**config.mk**
```make
export PLATFORM = sky130hd
export DESIGN_NAME = fft_engine
export DESIGN_NICKNAME = d
export VERILOG_FILES = /design/src/fft_types_pkg.sv /design/src/fft_ctrl_pkg.sv /design/src/fft_complex_mult.sv /design/src/fft_butterfly.sv /design/src/fft_sample_ram.sv /design/src/fft_twiddle_rom.sv /design/src/fft_addr_counter.sv /design/src/fft_ctrl_fsm.sv /design/src/fft_engine.sv
export SDC_FILE = /design/constraint.sdc
export NUM_CORES = 2
export LEC_CHECK = 0
export BUFFER_PORTS_ARGS = -buffer_cell sky130_fd_sc_hd__buf_2
export CAP_MARGIN = 20
export CELL_PAD_IN_SITES_DETAIL_PLACEMENT = 0
export CELL_PAD_IN_SITES_GLOBAL_PLACEMENT = 2
export CORE_AREA = 3 3 387 236
export DETAILED_ROUTE_END_ITERATION = 10
export DIE_AREA = 0 0 390 239
export GPL_ROUTABILITY_DRIVEN = 0
export PLACE_DENSITY_LB_ADDON = 0.12
export SETUP_SLACK_MARGIN = 0.2
export SLEW_MARGIN = 20
export SYNTH_ARGS = -nofsm -noshare
export SYNTH_HDL_FRONTEND = slang
export SYNTH_SLANG_ARGS = --single-unit
```
**constraint.sdc**
```tcl
create_clock -name clk -period 7.7 [get_ports clk]
set_input_delay 0.385 -clock clk [delete_from_list [all_inputs] [get_ports clk]]
set_output_delay 0.385 -clock clk [all_outputs]
set_load 0.01 [all_outputs]
```
**src/fft_types_pkg.sv**
```systemverilog
//==========================================================
// FFT sample types
// fixed-point widths and the complex sample word shared by
// the datapath, the sample store and the stream ports
//==========================================================
package fft_types_pkg;

  // width of one real or imaginary part
  localparam int sample_w = 16;

  // fraction bits in samples and twiddles (Q1.14)
  localparam int frac_w = 14;

  // complex sample, re in the upper half
  typedef struct packed {
    logic signed [sample_w-1:0] re;
    logic signed [sample_w-1:0] im;
  } cplx_t;

  // one RAM word
  // the store keeps raw bits, the datapath reads re/im
  typedef union packed {
    cplx_t                   part;
    logic [2*sample_w-1:0]   raw;
  } cplx_u;

endpackage

```
**src/fft_ctrl_pkg.sv**
```systemverilog
//==========================================================
// FFT control definitions
// sequencer state encoding and supported transform sizes
//==========================================================
package fft_ctrl_pkg;

  // smallest and largest supported log2 of the block size
  localparam int min_log2_points = 3;
  localparam int max_log2_points = 4;

  // sequencer states
  // IDLE    one cycle after reset
  // LOAD    accept input samples, bit-reversed writes
  // RUN     issue one butterfly
  // WAIT_BF wait for the result, then write both outputs back
  // UNLOAD  send the spectrum in natural order
  typedef enum logic [2:0] {
    IDLE,
    LOAD,
    RUN,
    WAIT_BF,
    UNLOAD
  } fft_state_e;

endpackage

```
**src/fft_complex_mult.sv**
```systemverilog
//==========================================================
// Iterative complex multiplier
// p = a * w with four real shift-add products formed side by
// side, one multiplier bit per cycle, then one cycle to
// combine and drop the fraction bits (floor rounding)
//==========================================================
`timescale 1ns/100ps

module fft_complex_mult (
  input  logic                 clk,
  input  logic                 arst_n,
  input  logic                 recv_val,
  output logic                 recv_rdy,
  output logic                 send_val,
  input  logic                 send_rdy,
  input  fft_types_pkg::cplx_t a,
  input  fft_types_pkg::cplx_t w,
  output fft_types_pkg::cplx_t p
);
  import fft_types_pkg::*;

  localparam int cnt_w = $clog2(sample_w);

  // iteration control
  logic             busy;
  logic             finish;
  logic [cnt_w-1:0] cnt;
  logic             last_bit;
  logic             accept;

  // multiplicands shift left, multipliers shift right
  logic signed [2*sample_w-1:0] mc_re, mc_im;
  logic        [sample_w-1:0]   mp_re, mp_im;

  // rr = a.re*w.re  ii = a.im*w.im  ri = a.re*w.im  ir = a.im*w.re
  logic signed [2*sample_w-1:0] acc_rr, acc_ii, acc_ri, acc_ir;
  logic signed [2*sample_w:0]   re_full, im_full;

  // one partial product
  // the sign bit of a two's complement multiplier has negative weight
  function automatic logic signed [2*sample_w-1:0] partial(
    input logic signed [2*sample_w-1:0] mc,
    input logic                         bit_v,
    input logic                         msb
  );
    if (!bit_v) begin
      return '0;
    end
    return msb ? -mc : mc;
  endfunction

  assign recv_rdy = !busy && !finish && !send_val;
  assign accept   = recv_val && recv_rdy;
  assign last_bit = (cnt == cnt_w'(sample_w - 1));

  //==========================================================
  // control
  //==========================================================
  always_ff @(posedge clk or negedge arst_n) begin
    if (!arst_n) begin
      busy     <= 1'b0;
      finish   <= 1'b0;
      send_val <= 1'b0;
      cnt      <= '0;
    end else begin
      finish <= 1'b0;
      if (accept) begin
        busy <= 1'b1;
        cnt  <= '0;
      end else if (busy) begin
        cnt <= cnt + 1'b1;
        if (last_bit) begin
          busy   <= 1'b0;
          finish <= 1'b1;
        end
      end
      // result is held until the consumer takes it
      if (finish) begin
        send_val <= 1'b1;
      end else if (send_val && send_rdy) begin
        send_val <= 1'b0;
      end
    end
  end

  //==========================================================
  // datapath
  //==========================================================
  // widen before the difference and the sum
  assign re_full = (2*sample_w+1)'(acc_rr) - (2*sample_w+1)'(acc_ii);
  assign im_full = (2*sample_w+1)'(acc_ri) + (2*sample_w+1)'(acc_ir);

  always_ff @(posedge clk) begin
    if (accept) begin
      mc_re  <= (2*sample_w)'(a.re);
      mc_im  <= (2*sample_w)'(a.im);
      mp_re  <= w.re;
      mp_im  <= w.im;
      acc_rr <= '0;
      acc_ii <= '0;
      acc_ri <= '0;
      acc_ir <= '0;
    end else if (busy) begin
      mc_re  <= mc_re <<< 1;
      mc_im  <= mc_im <<< 1;
      mp_re  <= mp_re >> 1;
      mp_im  <= mp_im >> 1;
      acc_rr <= acc_rr + partial(mc_re, mp_re[0], last_bit);
      acc_ii <= acc_ii + partial(mc_im, mp_im[0], last_bit);
      acc_ri <= acc_ri + partial(mc_re, mp_im[0], last_bit);
      acc_ir <= acc_ir + partial(mc_im, mp_re[0], last_bit);
    end
    // arithmetic shift rounds toward minus infinity
    if (finish) begin
      p.re <= sample_w'(re_full >>> frac_w);
      p.im <= sample_w'(im_full >>> frac_w);
    end
  end

  // no second operand is taken before the previous result leaves,
  // and that result appears exactly sample_w+1 cycles after accept
  assert property (@(posedge clk) disable iff (!arst_n)
    accept |=> (!recv_rdy throughout (##(sample_w+1) send_val)))
    else $error("multiplier accepted an operand while busy or missed its latency");

endmodule

```
**src/fft_butterfly.sv**
```systemverilog
//==========================================================
// Iterative radix-2 butterfly
// c = a + w*b, d = a - w*b, sharing one iterative complex
// multiplier; a is captured when the operands are accepted
//==========================================================
`timescale 1ns/100ps

module fft_butterfly (
  input  logic                 clk,
  input  logic                 arst_n,
  input  logic                 recv_val,
  output logic                 recv_rdy,
  output logic                 send_val,
  input  logic                 send_rdy,
  input  fft_types_pkg::cplx_t a,
  input  fft_types_pkg::cplx_t b,
  input  fft_types_pkg::cplx_t w,
  output fft_types_pkg::cplx_t c,
  output fft_types_pkg::cplx_t d
);
  import fft_types_pkg::*;

  // a as seen at accept
  cplx_t a_q;
  // w*b from the multiplier, valid while send_val is high
  cplx_t prod;

  // handshake is owned by the multiplier
  fft_complex_mult mult0 (
    .clk      (clk),
    .arst_n   (arst_n),
    .recv_val (recv_val),
    .recv_rdy (recv_rdy),
    .send_val (send_val),
    .send_rdy (send_rdy),
    .a        (b),
    .w        (w),
    .p        (prod)
  );

  always_ff @(posedge clk) begin
    if (recv_val && recv_rdy) begin
      a_q <= a;
    end
  end

  // sum and difference wrap at sample_w bits
  assign c.re = a_q.re + prod.re;
  assign c.im = a_q.im + prod.im;
  assign d.re = a_q.re - prod.re;
  assign d.im = a_q.im - prod.im;

endmodule

```
**src/fft_sample_ram.sv**
```systemverilog
//==========================================================
// Sample store
// register file holding one block in place, two combinational
// reads and two writes per clock
//==========================================================
`timescale 1ns/100ps

module fft_sample_ram #(
  parameter int LOG2_POINTS = 3
) (
  input  logic                   clk,
  input  logic                   arst_n,
  input  logic [LOG2_POINTS-1:0] raddr0,
  input  logic [LOG2_POINTS-1:0] raddr1,
  output fft_types_pkg::cplx_u   rdata0,
  output fft_types_pkg::cplx_u   rdata1,
  input  logic                   we0,
  input  logic                   we1,
  input  logic [LOG2_POINTS-1:0] waddr0,
  input  logic [LOG2_POINTS-1:0] waddr1,
  input  fft_types_pkg::cplx_u   wdata0,
  input  fft_types_pkg::cplx_u   wdata1
);
  import fft_types_pkg::*;

  localparam int points = 1 << LOG2_POINTS;

  // raw words, the union view is chosen at the ports
  logic [2*sample_w-1:0] mem [points];

  always_ff @(posedge clk or negedge arst_n) begin
    if (!arst_n) begin
      for (int i = 0; i < points; i++) begin
        mem[i] <= '0;
      end
    end else begin
      if (we0) begin
        mem[waddr0] <= wdata0.raw;
      end
      if (we1) begin
        mem[waddr1] <= wdata1.raw;
      end
    end
  end

  assign rdata0.raw = mem[raddr0];
  assign rdata1.raw = mem[raddr1];

  // butterfly write-back always targets two distinct addresses
  assert property (@(posedge clk) disable iff (!arst_n)
    !(we0 && we1 && (waddr0 == waddr1)))
    else $error("both write ports hit address %0d", waddr0);

endmodule

```
**src/fft_twiddle_rom.sv**
```systemverilog
//==========================================================
// Twiddle table
// cos and -sin of 2*pi*k/16 for k = 0..7 in Q1.14; smaller
// sizes arrive here with an already scaled index
//==========================================================
`timescale 1ns/100ps

module fft_twiddle_rom (
  input  logic [fft_ctrl_pkg::max_log2_points-2:0] idx,
  output fft_types_pkg::cplx_t                     w
);
  import fft_types_pkg::*;

  logic signed [sample_w-1:0] cos_v;
  logic signed [sample_w-1:0] msin_v;

  always_comb begin
    case (idx)
      3'd0:    begin cos_v =  16'sd16384; msin_v =  16'sd0;     end
      3'd1:    begin cos_v =  16'sd15137; msin_v = -16'sd6270;  end
      3'd2:    begin cos_v =  16'sd11585; msin_v = -16'sd11585; end
      3'd3:    begin cos_v =  16'sd6270;  msin_v = -16'sd15137; end
      3'd4:    begin cos_v =  16'sd0;     msin_v = -16'sd16384; end
      3'd5:    begin cos_v = -16'sd6270;  msin_v = -16'sd15137; end
      3'd6:    begin cos_v = -16'sd11585; msin_v = -16'sd11585; end
      default: begin cos_v = -16'sd15137; msin_v = -16'sd6270;  end
    endcase
  end

  assign w.re = cos_v;
  assign w.im = msin_v;

endmodule

```
**src/fft_addr_counter.sv**
```systemverilog
//==========================================================
// Butterfly address counter
// walks stage, group and pair; gives both butterfly
// addresses and the twiddle index for the current pair
//==========================================================
`timescale 1ns/100ps

module fft_addr_counter #(
  parameter int LOG2_POINTS = 3
) (
  input  logic                                     clk,
  input  logic                                     arst_n,
  input  logic                                     clear,
  input  logic                                     step,
  output logic [LOG2_POINTS-1:0]                   addr_a,
  output logic [LOG2_POINTS-1:0]                   addr_b,
  output logic [fft_ctrl_pkg::max_log2_points-2:0] tw_idx,
  output logic                                     last_pair,
  output logic                                     last_stage
);
  import fft_ctrl_pkg::*;

  localparam int points  = 1 << LOG2_POINTS;
  localparam int stage_w = $clog2(LOG2_POINTS);

  // stage counts from zero, span of a stage is 2^(stage+1)
  logic [stage_w-1:0]     stage;
  logic [LOG2_POINTS-2:0] group;
  logic [LOG2_POINTS-2:0] pair;

  // half span and number of groups in this stage
  logic [LOG2_POINTS-1:0] half;
  logic [LOG2_POINTS-1:0] groups;
  logic                   pair_end;
  logic                   group_end;

  assign half      = LOG2_POINTS'(1) << stage;
  assign groups    = LOG2_POINTS'(points >> (stage + 1));
  assign pair_end  = (LOG2_POINTS'(pair) == half - 1'b1);
  assign group_end = (LOG2_POINTS'(group) == groups - 1'b1);

  // a sits at group*span + pair, b half a span above
  assign addr_a = (LOG2_POINTS'(group) << (stage + 1)) | LOG2_POINTS'(pair);
  assign addr_b = addr_a | half;

  // index into the 16-point table
  // pair scaled by max exponent minus the one-based stage
  assign tw_idx = (max_log2_points - 1)'(pair) << (max_log2_points - 1 - stage);

  assign last_pair  = pair_end && group_end;
  assign last_stage = (stage == stage_w'(LOG2_POINTS - 1));

  always_ff @(posedge clk or negedge arst_n) begin
    if (!arst_n) begin
      stage <= '0;
      group <= '0;
      pair  <= '0;
    end else if (clear) begin
      stage <= '0;
      group <= '0;
      pair  <= '0;
    end else if (step) begin
      if (!pair_end) begin
        pair <= pair + 1'b1;
      end else begin
        pair <= '0;
        if (!group_end) begin
          group <= group + 1'b1;
        end else begin
          group <= '0;
          stage <= last_stage ? '0 : stage + 1'b1;
        end
      end
    end
  end

endmodule

```
**src/fft_ctrl_fsm.sv**
```systemverilog
//==========================================================
// FFT sequencer
// loads a block in bit-reversed order, runs one butterfly
// at a time with write-back, then unloads in natural order
//==========================================================
`timescale 1ns/100ps

module fft_ctrl_fsm #(
  parameter int LOG2_POINTS = 3
) (
  input  logic                   clk,
  input  logic                   arst_n,
  input  logic                   in_val,
  output logic                   in_rdy,
  output logic                   out_val,
  input  logic                   out_rdy,
  output logic                   bf_val,
  input  logic                   bf_rdy,
  input  logic                   bf_done_val,
  output logic                   bf_done_rdy,
  output logic                   cnt_clear,
  output logic                   cnt_step,
  input  logic                   last_pair,
  input  logic                   last_stage,
  output logic                   load_we,
  output logic [LOG2_POINTS-1:0] io_addr,
  output logic                   bf_we,
  output logic                   use_bf_addr
);
  import fft_ctrl_pkg::*;

  localparam int points = 1 << LOG2_POINTS;

  fft_state_e             state, state_nx;
  // load and unload index, wraps by itself at the block end
  logic [LOG2_POINTS-1:0] idx;
  logic [LOG2_POINTS-1:0] idx_rev;
  logic                   in_fire;
  logic                   out_fire;
  logic                   idx_last;

  always_comb begin
    for (int i = 0; i < LOG2_POINTS; i++) begin
      idx_rev[i] = idx[LOG2_POINTS-1-i];
    end
  end

  assign in_rdy      = (state == LOAD);
  assign out_val     = (state == UNLOAD);
  assign bf_val      = (state == RUN);
  assign bf_done_rdy = (state == WAIT_BF);
  assign use_bf_addr = (state == RUN) || (state == WAIT_BF);

  assign in_fire  = in_val && in_rdy;
  assign out_fire = out_val && out_rdy;
  assign idx_last = (idx == LOG2_POINTS'(points - 1));

  // load writes go to bit-reversed addresses
  assign io_addr = (state == LOAD) ? idx_rev : idx;
  assign load_we = in_fire;

  // write-back cycle also advances the counter
  assign bf_we     = bf_done_val && bf_done_rdy;
  assign cnt_step  = bf_we;
  assign cnt_clear = in_fire && idx_last;

  //==========================================================
  // next state
  //==========================================================
  always_comb begin
    state_nx = state;
    case (state)
      IDLE:    state_nx = LOAD;
      LOAD:    if (in_fire && idx_last) state_nx = RUN;
      RUN:     if (bf_val && bf_rdy) state_nx = WAIT_BF;
      WAIT_BF: if (bf_we) state_nx = (last_pair && last_stage) ? UNLOAD : RUN;
      UNLOAD:  if (out_fire && idx_last) state_nx = LOAD;
      default: state_nx = IDLE;
    endcase
  end

  always_ff @(posedge clk or negedge arst_n) begin
    if (!arst_n) begin
      state <= IDLE;
      idx   <= '0;
    end else begin
      state <= state_nx;
      // out_rdy low keeps the read address
      if (in_fire || out_fire) begin
        idx <= idx + 1'b1;
      end
    end
  end

  // output only starts right after the final write-back
  assert property (@(posedge clk) disable iff (!arst_n)
    $rose(out_val) |-> $past(bf_we && last_pair && last_stage))
    else $error("out_val raised before the transform finished");

endmodule

```
**src/fft_engine.sv**
```systemverilog
//==========================================================
// Radix-2 DIT FFT engine
// in-place transform of one block with a single iterative
// butterfly, valid/ready streams in and out
//==========================================================
`timescale 1ns/100ps

module fft_engine #(
  parameter int LOG2_POINTS = 3
) (
  input  logic                                    clk,
  input  logic                                    arst_n,
  input  logic                                    in_val,
  output logic                                    in_rdy,
  input  logic signed [fft_types_pkg::sample_w-1:0] in_re,
  input  logic signed [fft_types_pkg::sample_w-1:0] in_im,
  output logic                                    out_val,
  input  logic                                    out_rdy,
  output logic signed [fft_types_pkg::sample_w-1:0] out_re,
  output logic signed [fft_types_pkg::sample_w-1:0] out_im
);
  import fft_types_pkg::*;
  import fft_ctrl_pkg::*;

  if (LOG2_POINTS < min_log2_points || LOG2_POINTS > max_log2_points) begin : g_size_check
    $error("LOG2_POINTS %0d out of range", LOG2_POINTS);
  end

  // sequencer to butterfly and counter
  logic bf_val, bf_rdy, bf_done_val, bf_done_rdy;
  logic cnt_clear, cnt_step, last_pair, last_stage;
  logic load_we, bf_we, use_bf_addr;

  logic [LOG2_POINTS-1:0]         io_addr, addr_a, addr_b;
  logic [LOG2_POINTS-1:0]         port0_addr;
  logic [max_log2_points-2:0]     tw_idx;

  cplx_u rdata0, rdata1, wdata0, wdata1;
  cplx_t in_word, tw, bf_c, bf_d;

  fft_ctrl_fsm #(.LOG2_POINTS(LOG2_POINTS)) fsm0 (
    .clk (clk), .arst_n (arst_n),
    .in_val (in_val), .in_rdy (in_rdy), .out_val (out_val), .out_rdy (out_rdy),
    .bf_val (bf_val), .bf_rdy (bf_rdy),
    .bf_done_val (bf_done_val), .bf_done_rdy (bf_done_rdy),
    .cnt_clear (cnt_clear), .cnt_step (cnt_step),
    .last_pair (last_pair), .last_stage (last_stage),
    .load_we (load_we), .io_addr (io_addr), .bf_we (bf_we), .use_bf_addr (use_bf_addr)
  );

  fft_addr_counter #(.LOG2_POINTS(LOG2_POINTS)) cnt0 (
    .clk (clk), .arst_n (arst_n), .clear (cnt_clear), .step (cnt_step),
    .addr_a (addr_a), .addr_b (addr_b), .tw_idx (tw_idx),
    .last_pair (last_pair), .last_stage (last_stage)
  );

  fft_twiddle_rom rom0 (
    .idx (tw_idx),
    .w   (tw)
  );

  //==========================================================
  // RAM port steering
  //==========================================================
  // port 0 carries load/unload traffic or butterfly a,
  // port 1 is used by the butterfly only
  assign port0_addr  = use_bf_addr ? addr_a : io_addr;
  assign in_word     = '{re: in_re, im: in_im};
  assign wdata0.part = use_bf_addr ? bf_c : in_word;
  assign wdata1.part = bf_d;

  fft_sample_ram #(.LOG2_POINTS(LOG2_POINTS)) ram0 (
    .clk (clk), .arst_n (arst_n),
    .raddr0 (port0_addr), .raddr1 (addr_b),
    .rdata0 (rdata0), .rdata1 (rdata1),
    .we0 (load_we || bf_we), .we1 (bf_we),
    .waddr0 (port0_addr), .waddr1 (addr_b),
    .wdata0 (wdata0), .wdata1 (wdata1)
  );

  fft_butterfly bf0 (
    .clk (clk), .arst_n (arst_n),
    .recv_val (bf_val), .recv_rdy (bf_rdy),
    .send_val (bf_done_val), .send_rdy (bf_done_rdy),
    .a (rdata0.part), .b (rdata1.part), .w (tw),
    .c (bf_c), .d (bf_d)
  );

  // unload reads natural-order words on port 0
  assign out_re = rdata0.part.re;
  assign out_im = rdata0.part.im;

endmodule

```
==> results.md <==
Synthesis:
- A synthesized cell averages slightly below 9 µm².
- Counting flops and latches in the post-synthesis netlist gives around 550.
- The async set-reset flop share out of synthesis is about 50%.
- Synthesis produced a netlist whose cell count is about 4,400.
- The cell area that synthesis handed to floorplanning was 38,710 µm².
- The share of the yosys chip area belonging to registers is a little over a third.
- Yosys printed 0 warnings.
- The number of nets handed over by synthesis was between 4,000 and 5,000.
- The most used flip-flop cell after synthesis is sky130_fd_sc_hd__dfrtp_1.
- The number of different library cells in the post-synthesis netlist is 99.
- In this run, synthesis inferred 156 flip-flops with an integrated enable.

Clock tree:
- The number of setup buffers added after CTS is 0.
- In this run the deepest clock path goes through 3 buffers.
- The clock latency on the worst-skew pair is 0.66 ns.
- The number of clock buffers inserted by TritonCTS is 57.
- The CTS H-tree depth is 2.
- The clock net in this run drives a total of roughly 550 sinks.
- The tree is rooted in a sky130_fd_sc_hd__clkbuf_16.
- After clock tree synthesis, the clock-pin slew on the worst setup and hold paths is roughly 0.07 ns.
- TritonCTS built the clock tree.

Drt:
- In the routed design, unresolved DRC markers number 0.
- Dividing the detail-routed via count by the number of cells gives 6.211.
- For this block, the via count after detailed routing is 34,440.
- The number of design-rule violations left by the first detailed-router iteration is 4,089.
- After detailed routing, the total wire length is between 150 and 200 mm.
- Before antenna repair, the detailed router went through 6 iterations.
- After detailed routing, the average wire length per cell comes to between 20 and 30 µm.
- In this run the remaining antenna-violating nets after routing total 0.

Worst hold path:
- The path with the worst hold slack has its endpoint at fsm0.state[2].
- Counting instances, the worst hold path has a depth of 3.
- The class of the worst hold path is primary input to register.
- The worst hold path begins at out_rdy.

Placed design:
- Timing analysis after detailed placement gives a worst setup slack of approximately 2.9 ns.
- The number of cells after detailed placement is between 5,000 and 6,000.
- The detailed placer's ending HPWL is roughly 110 mm.
- In this run the tool buffered the top-level ports with between 60 and 70 buffer cells.

Global routing:
- Entering global routing, the biggest net connects 147 pins.
- The first global-routing pass estimated about 220 mm of wire.
- The via count of the first global-routing pass is ~31,000.
- The number of antenna violations at the first check in global routing is 3.
- The residual overflow from global routing is 0.
- The total global routing track utilization is between 30% and 40%.

Final layout:
- Once layout is complete, the utilization of the core stands at about half.
- The number of diodes added for antenna fixing is 0.
- The number of fill cells in the layout is between 8,000 and 9,000.
- The fraction of layout instances using a drive strength above 1 is between 9 and 10%.
- In the final design database the tool counted ~4,600 nets.
- From synthesis to final layout, the design area changed by 8.976%.
- The final cell count without fillers is ~5,500.

Worst setup path:
- The category of the worst setup path capture point is an output port.
- Data arrives at the worst endpoint at ~5.1 ns.
- In this run the register-to-register setup slack is about 2.7 ns.
- The critical path launch point type is a register.
- The type of the worst setup path is register to output port.
- The worst register-to-register path has a depth of 10.
- The critical path data required time is roughly 7.3 ns.
- The start of the worst register-to-register path is cnt0.stage[0].
- The maximum net fanout on the critical path is 31.
- The worst flop-to-flop path endpoint is ram0.mem[183].
- The most critical setup path has its startpoint at cnt0.stage[0].

Pwr:
- The power share of the clock group is roughly 13%.
- The power density over cell area is between 500 and 600 nW/µm².
- The internal power component is 11.48 mW.
- The combinational share of power is around three fifths.
- Net switching is around half of the power.
- The switching power total is ~12 mW.
- VDD sags by at most 0.5701 mV.
- The static leakage power is 17.93 nW.
- The sequential cell fraction of total power is between 20% and 30%.

Floorplan:
- The horizontal extent of the die is ~400 µm.
- The die covers between 90,000 and 100,000 µm².
- The starting density of the core is between 40% and 50%.
- The die extent in y is between 200 and 250 µm.
- The region available for standard cell placement spans approximately 88,000 µm².
- For this design the top-level I/O count stands at 70.
- The floorplan has between 80 and 90 rows.

Timing:
- For this run, the top clock speed supported by timing is 182.3 MHz.
- The count of endpoints failing hold in the final timing report came to 0.
- After layout, the worst path uses between 70% and 80% of the clock period.
- The max-slew headroom at the worst pin is 16.63%.
- Across the routed clock network, the largest skew measured is between 0.03 and 0.04 ns.
- Across all setup checks in the final design, the least slack found is roughly 2.2 ns.
- The worst path in the final design needs a cycle of 5.486 ns, including I/O delays and setup.
- The transition at the pin with the smallest max-transition slack is 1.242 ns.
- The total setup violations reported at the end of the flow is 0.
- The final number of max-transition violations was 0.
- Setup repair after global routing left no endpoint under its margin.
- Hold is met by about 0.096 ns.
- For the final routed database, the setup TNS stands at 0 ns.

Run status:
- The flow ran to the end, and the final reports show no timing, DRC or antenna violations.

Job:
- The count of maximum capacitance violations is 0.
state kept, by name (all words and copies together) (netlist names):
name	count
bf0.mult0.cnt	4
cnt0.stage	2
bf0.mult0.busy	1
bf0.mult0.finish	1
cnt0.group	2
bf0.mult0.acc_ir	30
bf0.mult0.mc_re	30
cnt0.pair	2
bf0.mult0.acc_rr	30
fsm0.state	3
bf0.mult0.mp_im	16
bf0.mult0.mc_im	30
ram0.mem	256
bf0.mult0.acc_ii	30
bf0.mult0.p	32
bf0.mult0.mp_re	16
fsm0.idx	3
bf0.mult0.acc_ri	30
bf0.mult0.send_val	1
bf0.a_q	32
how the worst max path moves through the flow:
stage               slack, ns  cells after the start                    to
finish                   2.21                     12            out_re[11]
global route             1.91                     12            out_re[11]
CTS                      2.24                     12            out_re[11]
detailed placement       2.87                     15  bf0.mult0.acc_ir[29]
global placement         2.94                     12         ram0.mem[104]
floorplan                2.75                      6    bf0.mult0.mc_im[0]
power by group through the flow:
stage	Clock [mW]	Sequential [mW]	Combinational [mW]
2_1_floorplan	0	5.30	9.85
5_1_grt	3.06	6.02	15.7
3_3_place_gp	0	5.90	14.1
6_report	2.93	5.91	14.4
3_5_place_dp	0	5.89	14.0
4_1_cts	2.96	5.85	14.1
cells in the final DEF (no fill, tap or decap), drive strengths merged, types with 101 or more instances in the layout:
cell type / n
inv: 152
dfrtp: 275
nor2: 278
nand2: 643
a21oi: 454
dfxtp: 120
a21o: 117
a211oi: 129
xor2: 101
xnor2: 140
nor2b: 117
buf: 138
edfxtp: 156
ha: 241
o21ai: 335
cell type report:
| class | count | area [µm²] | share of cell area (%) |
|---|---|---|---|
| well taps | 1161 | 1453 | 3.444 |
| multi-input cells | 3439 | 23400 | 55.47 |
| clock buffers | 82 | 1602 | 3.797 |
| clock inverters | 22 | 267.8 | 0.6347 |
| repair buffers | 139 | 920.9 | 2.183 |
| inverters | 150 | 568.0 | 1.347 |
| flip-flops and latches | 551 | 13970 | 33.12 |
layer usage:
metal / global-route usage [%] / vias up / wire length (µm)
met5: 0 / - / 32
met4: 5.895 / 4 / 2937
met3: 8.956 / 205 / 17700
met2: 39.61 / 1750 / 54990
met1: 52.02 / 16690 / 74690
li1: - / 15790 / -
logic make-up (layout without fill, tap and decap cells):
logic type / Yosys count / in the layout / share of synthesized area, %
adders and majority gates: 249 / 249 / 8.203
DFF: 551 / 551 / 36.09
buffers and inverters: 405 / 393 / 4.105
muxes: 159 / 159 / 6.985
xor gates and xnor gates: 241 / 241 / 5.453
and+or+nand+nor: 1351 / 1351 / 15.99
AOI/OAI and AO/OA: 1439 / 1439 / 23.18
critical path, stage by stage, from the launching register on:
cell and delay (ns):
sky130_fd_sc_hd__dfrtp_1 0.72, sky130_fd_sc_hd__inv_1 0.28, sky130_fd_sc_hd__ha_1 0.44, sky130_fd_sc_hd__and3_1 0.17, sky130_fd_sc_hd__a31oi_1 0.04, sky130_fd_sc_hd__nor2_1 0.09
sky130_fd_sc_hd__nor2_1 0.08, sky130_fd_sc_hd__a21oi_4 0.70, sky130_fd_sc_hd__buf_4 0.69, sky130_fd_sc_hd__mux4_2 0.58, sky130_fd_sc_hd__nand2_1 0.08, sky130_fd_sc_hd__nand2_1 0.28
sky130_fd_sc_hd__buf_2 0.26
what timing repair did:
action                    CTS  global route
hold endpoints to repair   68             0
hold buffers                1             0
resized for setup           0             0
Yosys cell counts (23+ instances only):
cell / count / area share (%)
sky130_fd_sc_hd__nand2_1: 641 / 6.2
sky130_fd_sc_hd__a21oi_1: 451 / 5.8
sky130_fd_sc_hd__o21ai_0: 309 / 4.0
sky130_fd_sc_hd__nor2_1: 277 / 2.7
sky130_fd_sc_hd__dfrtp_1: 275 / 18
sky130_fd_sc_hd__ha_1: 241 / 7.8
sky130_fd_sc_hd__clkbuf_1: 183 / 1.8
sky130_fd_sc_hd__edfxtp_1: 156 / 12
sky130_fd_sc_hd__inv_1: 148 / 1.4
sky130_fd_sc_hd__xnor2_1: 140 / 3.2
sky130_fd_sc_hd__a211oi_1: 128 / 2.5
sky130_fd_sc_hd__dfxtp_1: 120 / 6.2
sky130_fd_sc_hd__nor2b_1: 117 / 1.9
sky130_fd_sc_hd__a21o_1: 116 / 2.2
sky130_fd_sc_hd__xor2_1: 101 / 2.3
sky130_fd_sc_hd__mux4_2: 86 / 5.0
sky130_fd_sc_hd__o21a_1: 70 / 1.4
sky130_fd_sc_hd__mux2i_1: 65 / 1.7
sky130_fd_sc_hd__o22ai_1: 53 / 0.86
sky130_fd_sc_hd__nor3_1: 51 / 0.66
sky130_fd_sc_hd__o211ai_1: 49 / 0.95
sky130_fd_sc_hd__buf_2: 46 / 0.59
sky130_fd_sc_hd__nand2b_1: 46 / 0.74
sky130_fd_sc_hd__nand3_1: 45 / 0.58
sky130_fd_sc_hd__and2_1: 42 / 0.68
sky130_fd_sc_hd__a31oi_1: 38 / 0.61
sky130_fd_sc_hd__o31ai_1: 38 / 0.74
sky130_fd_sc_hd__and3_1: 29 / 0.47
sky130_fd_sc_hd__a22oi_1: 25 / 0.48
sky130_fd_sc_hd__buf_1: 23 / 0.22
sky130_fd_sc_hd__o21ai_1: 23 / 0.30
sky130_fd_sc_hd__o21bai_1: 23 / 0.45
stage by stage:
step | total power [mW] | instance area [µm²]
global route | 24.74 | 42180
detailed placement | 19.92 | 40260
finish | 23.23 | 42180
floorplan | 15.15 | 38710
CTS | 22.92 | 42140
global placement | 19.99 | 40260
Power figures use the tool's default switching activity.
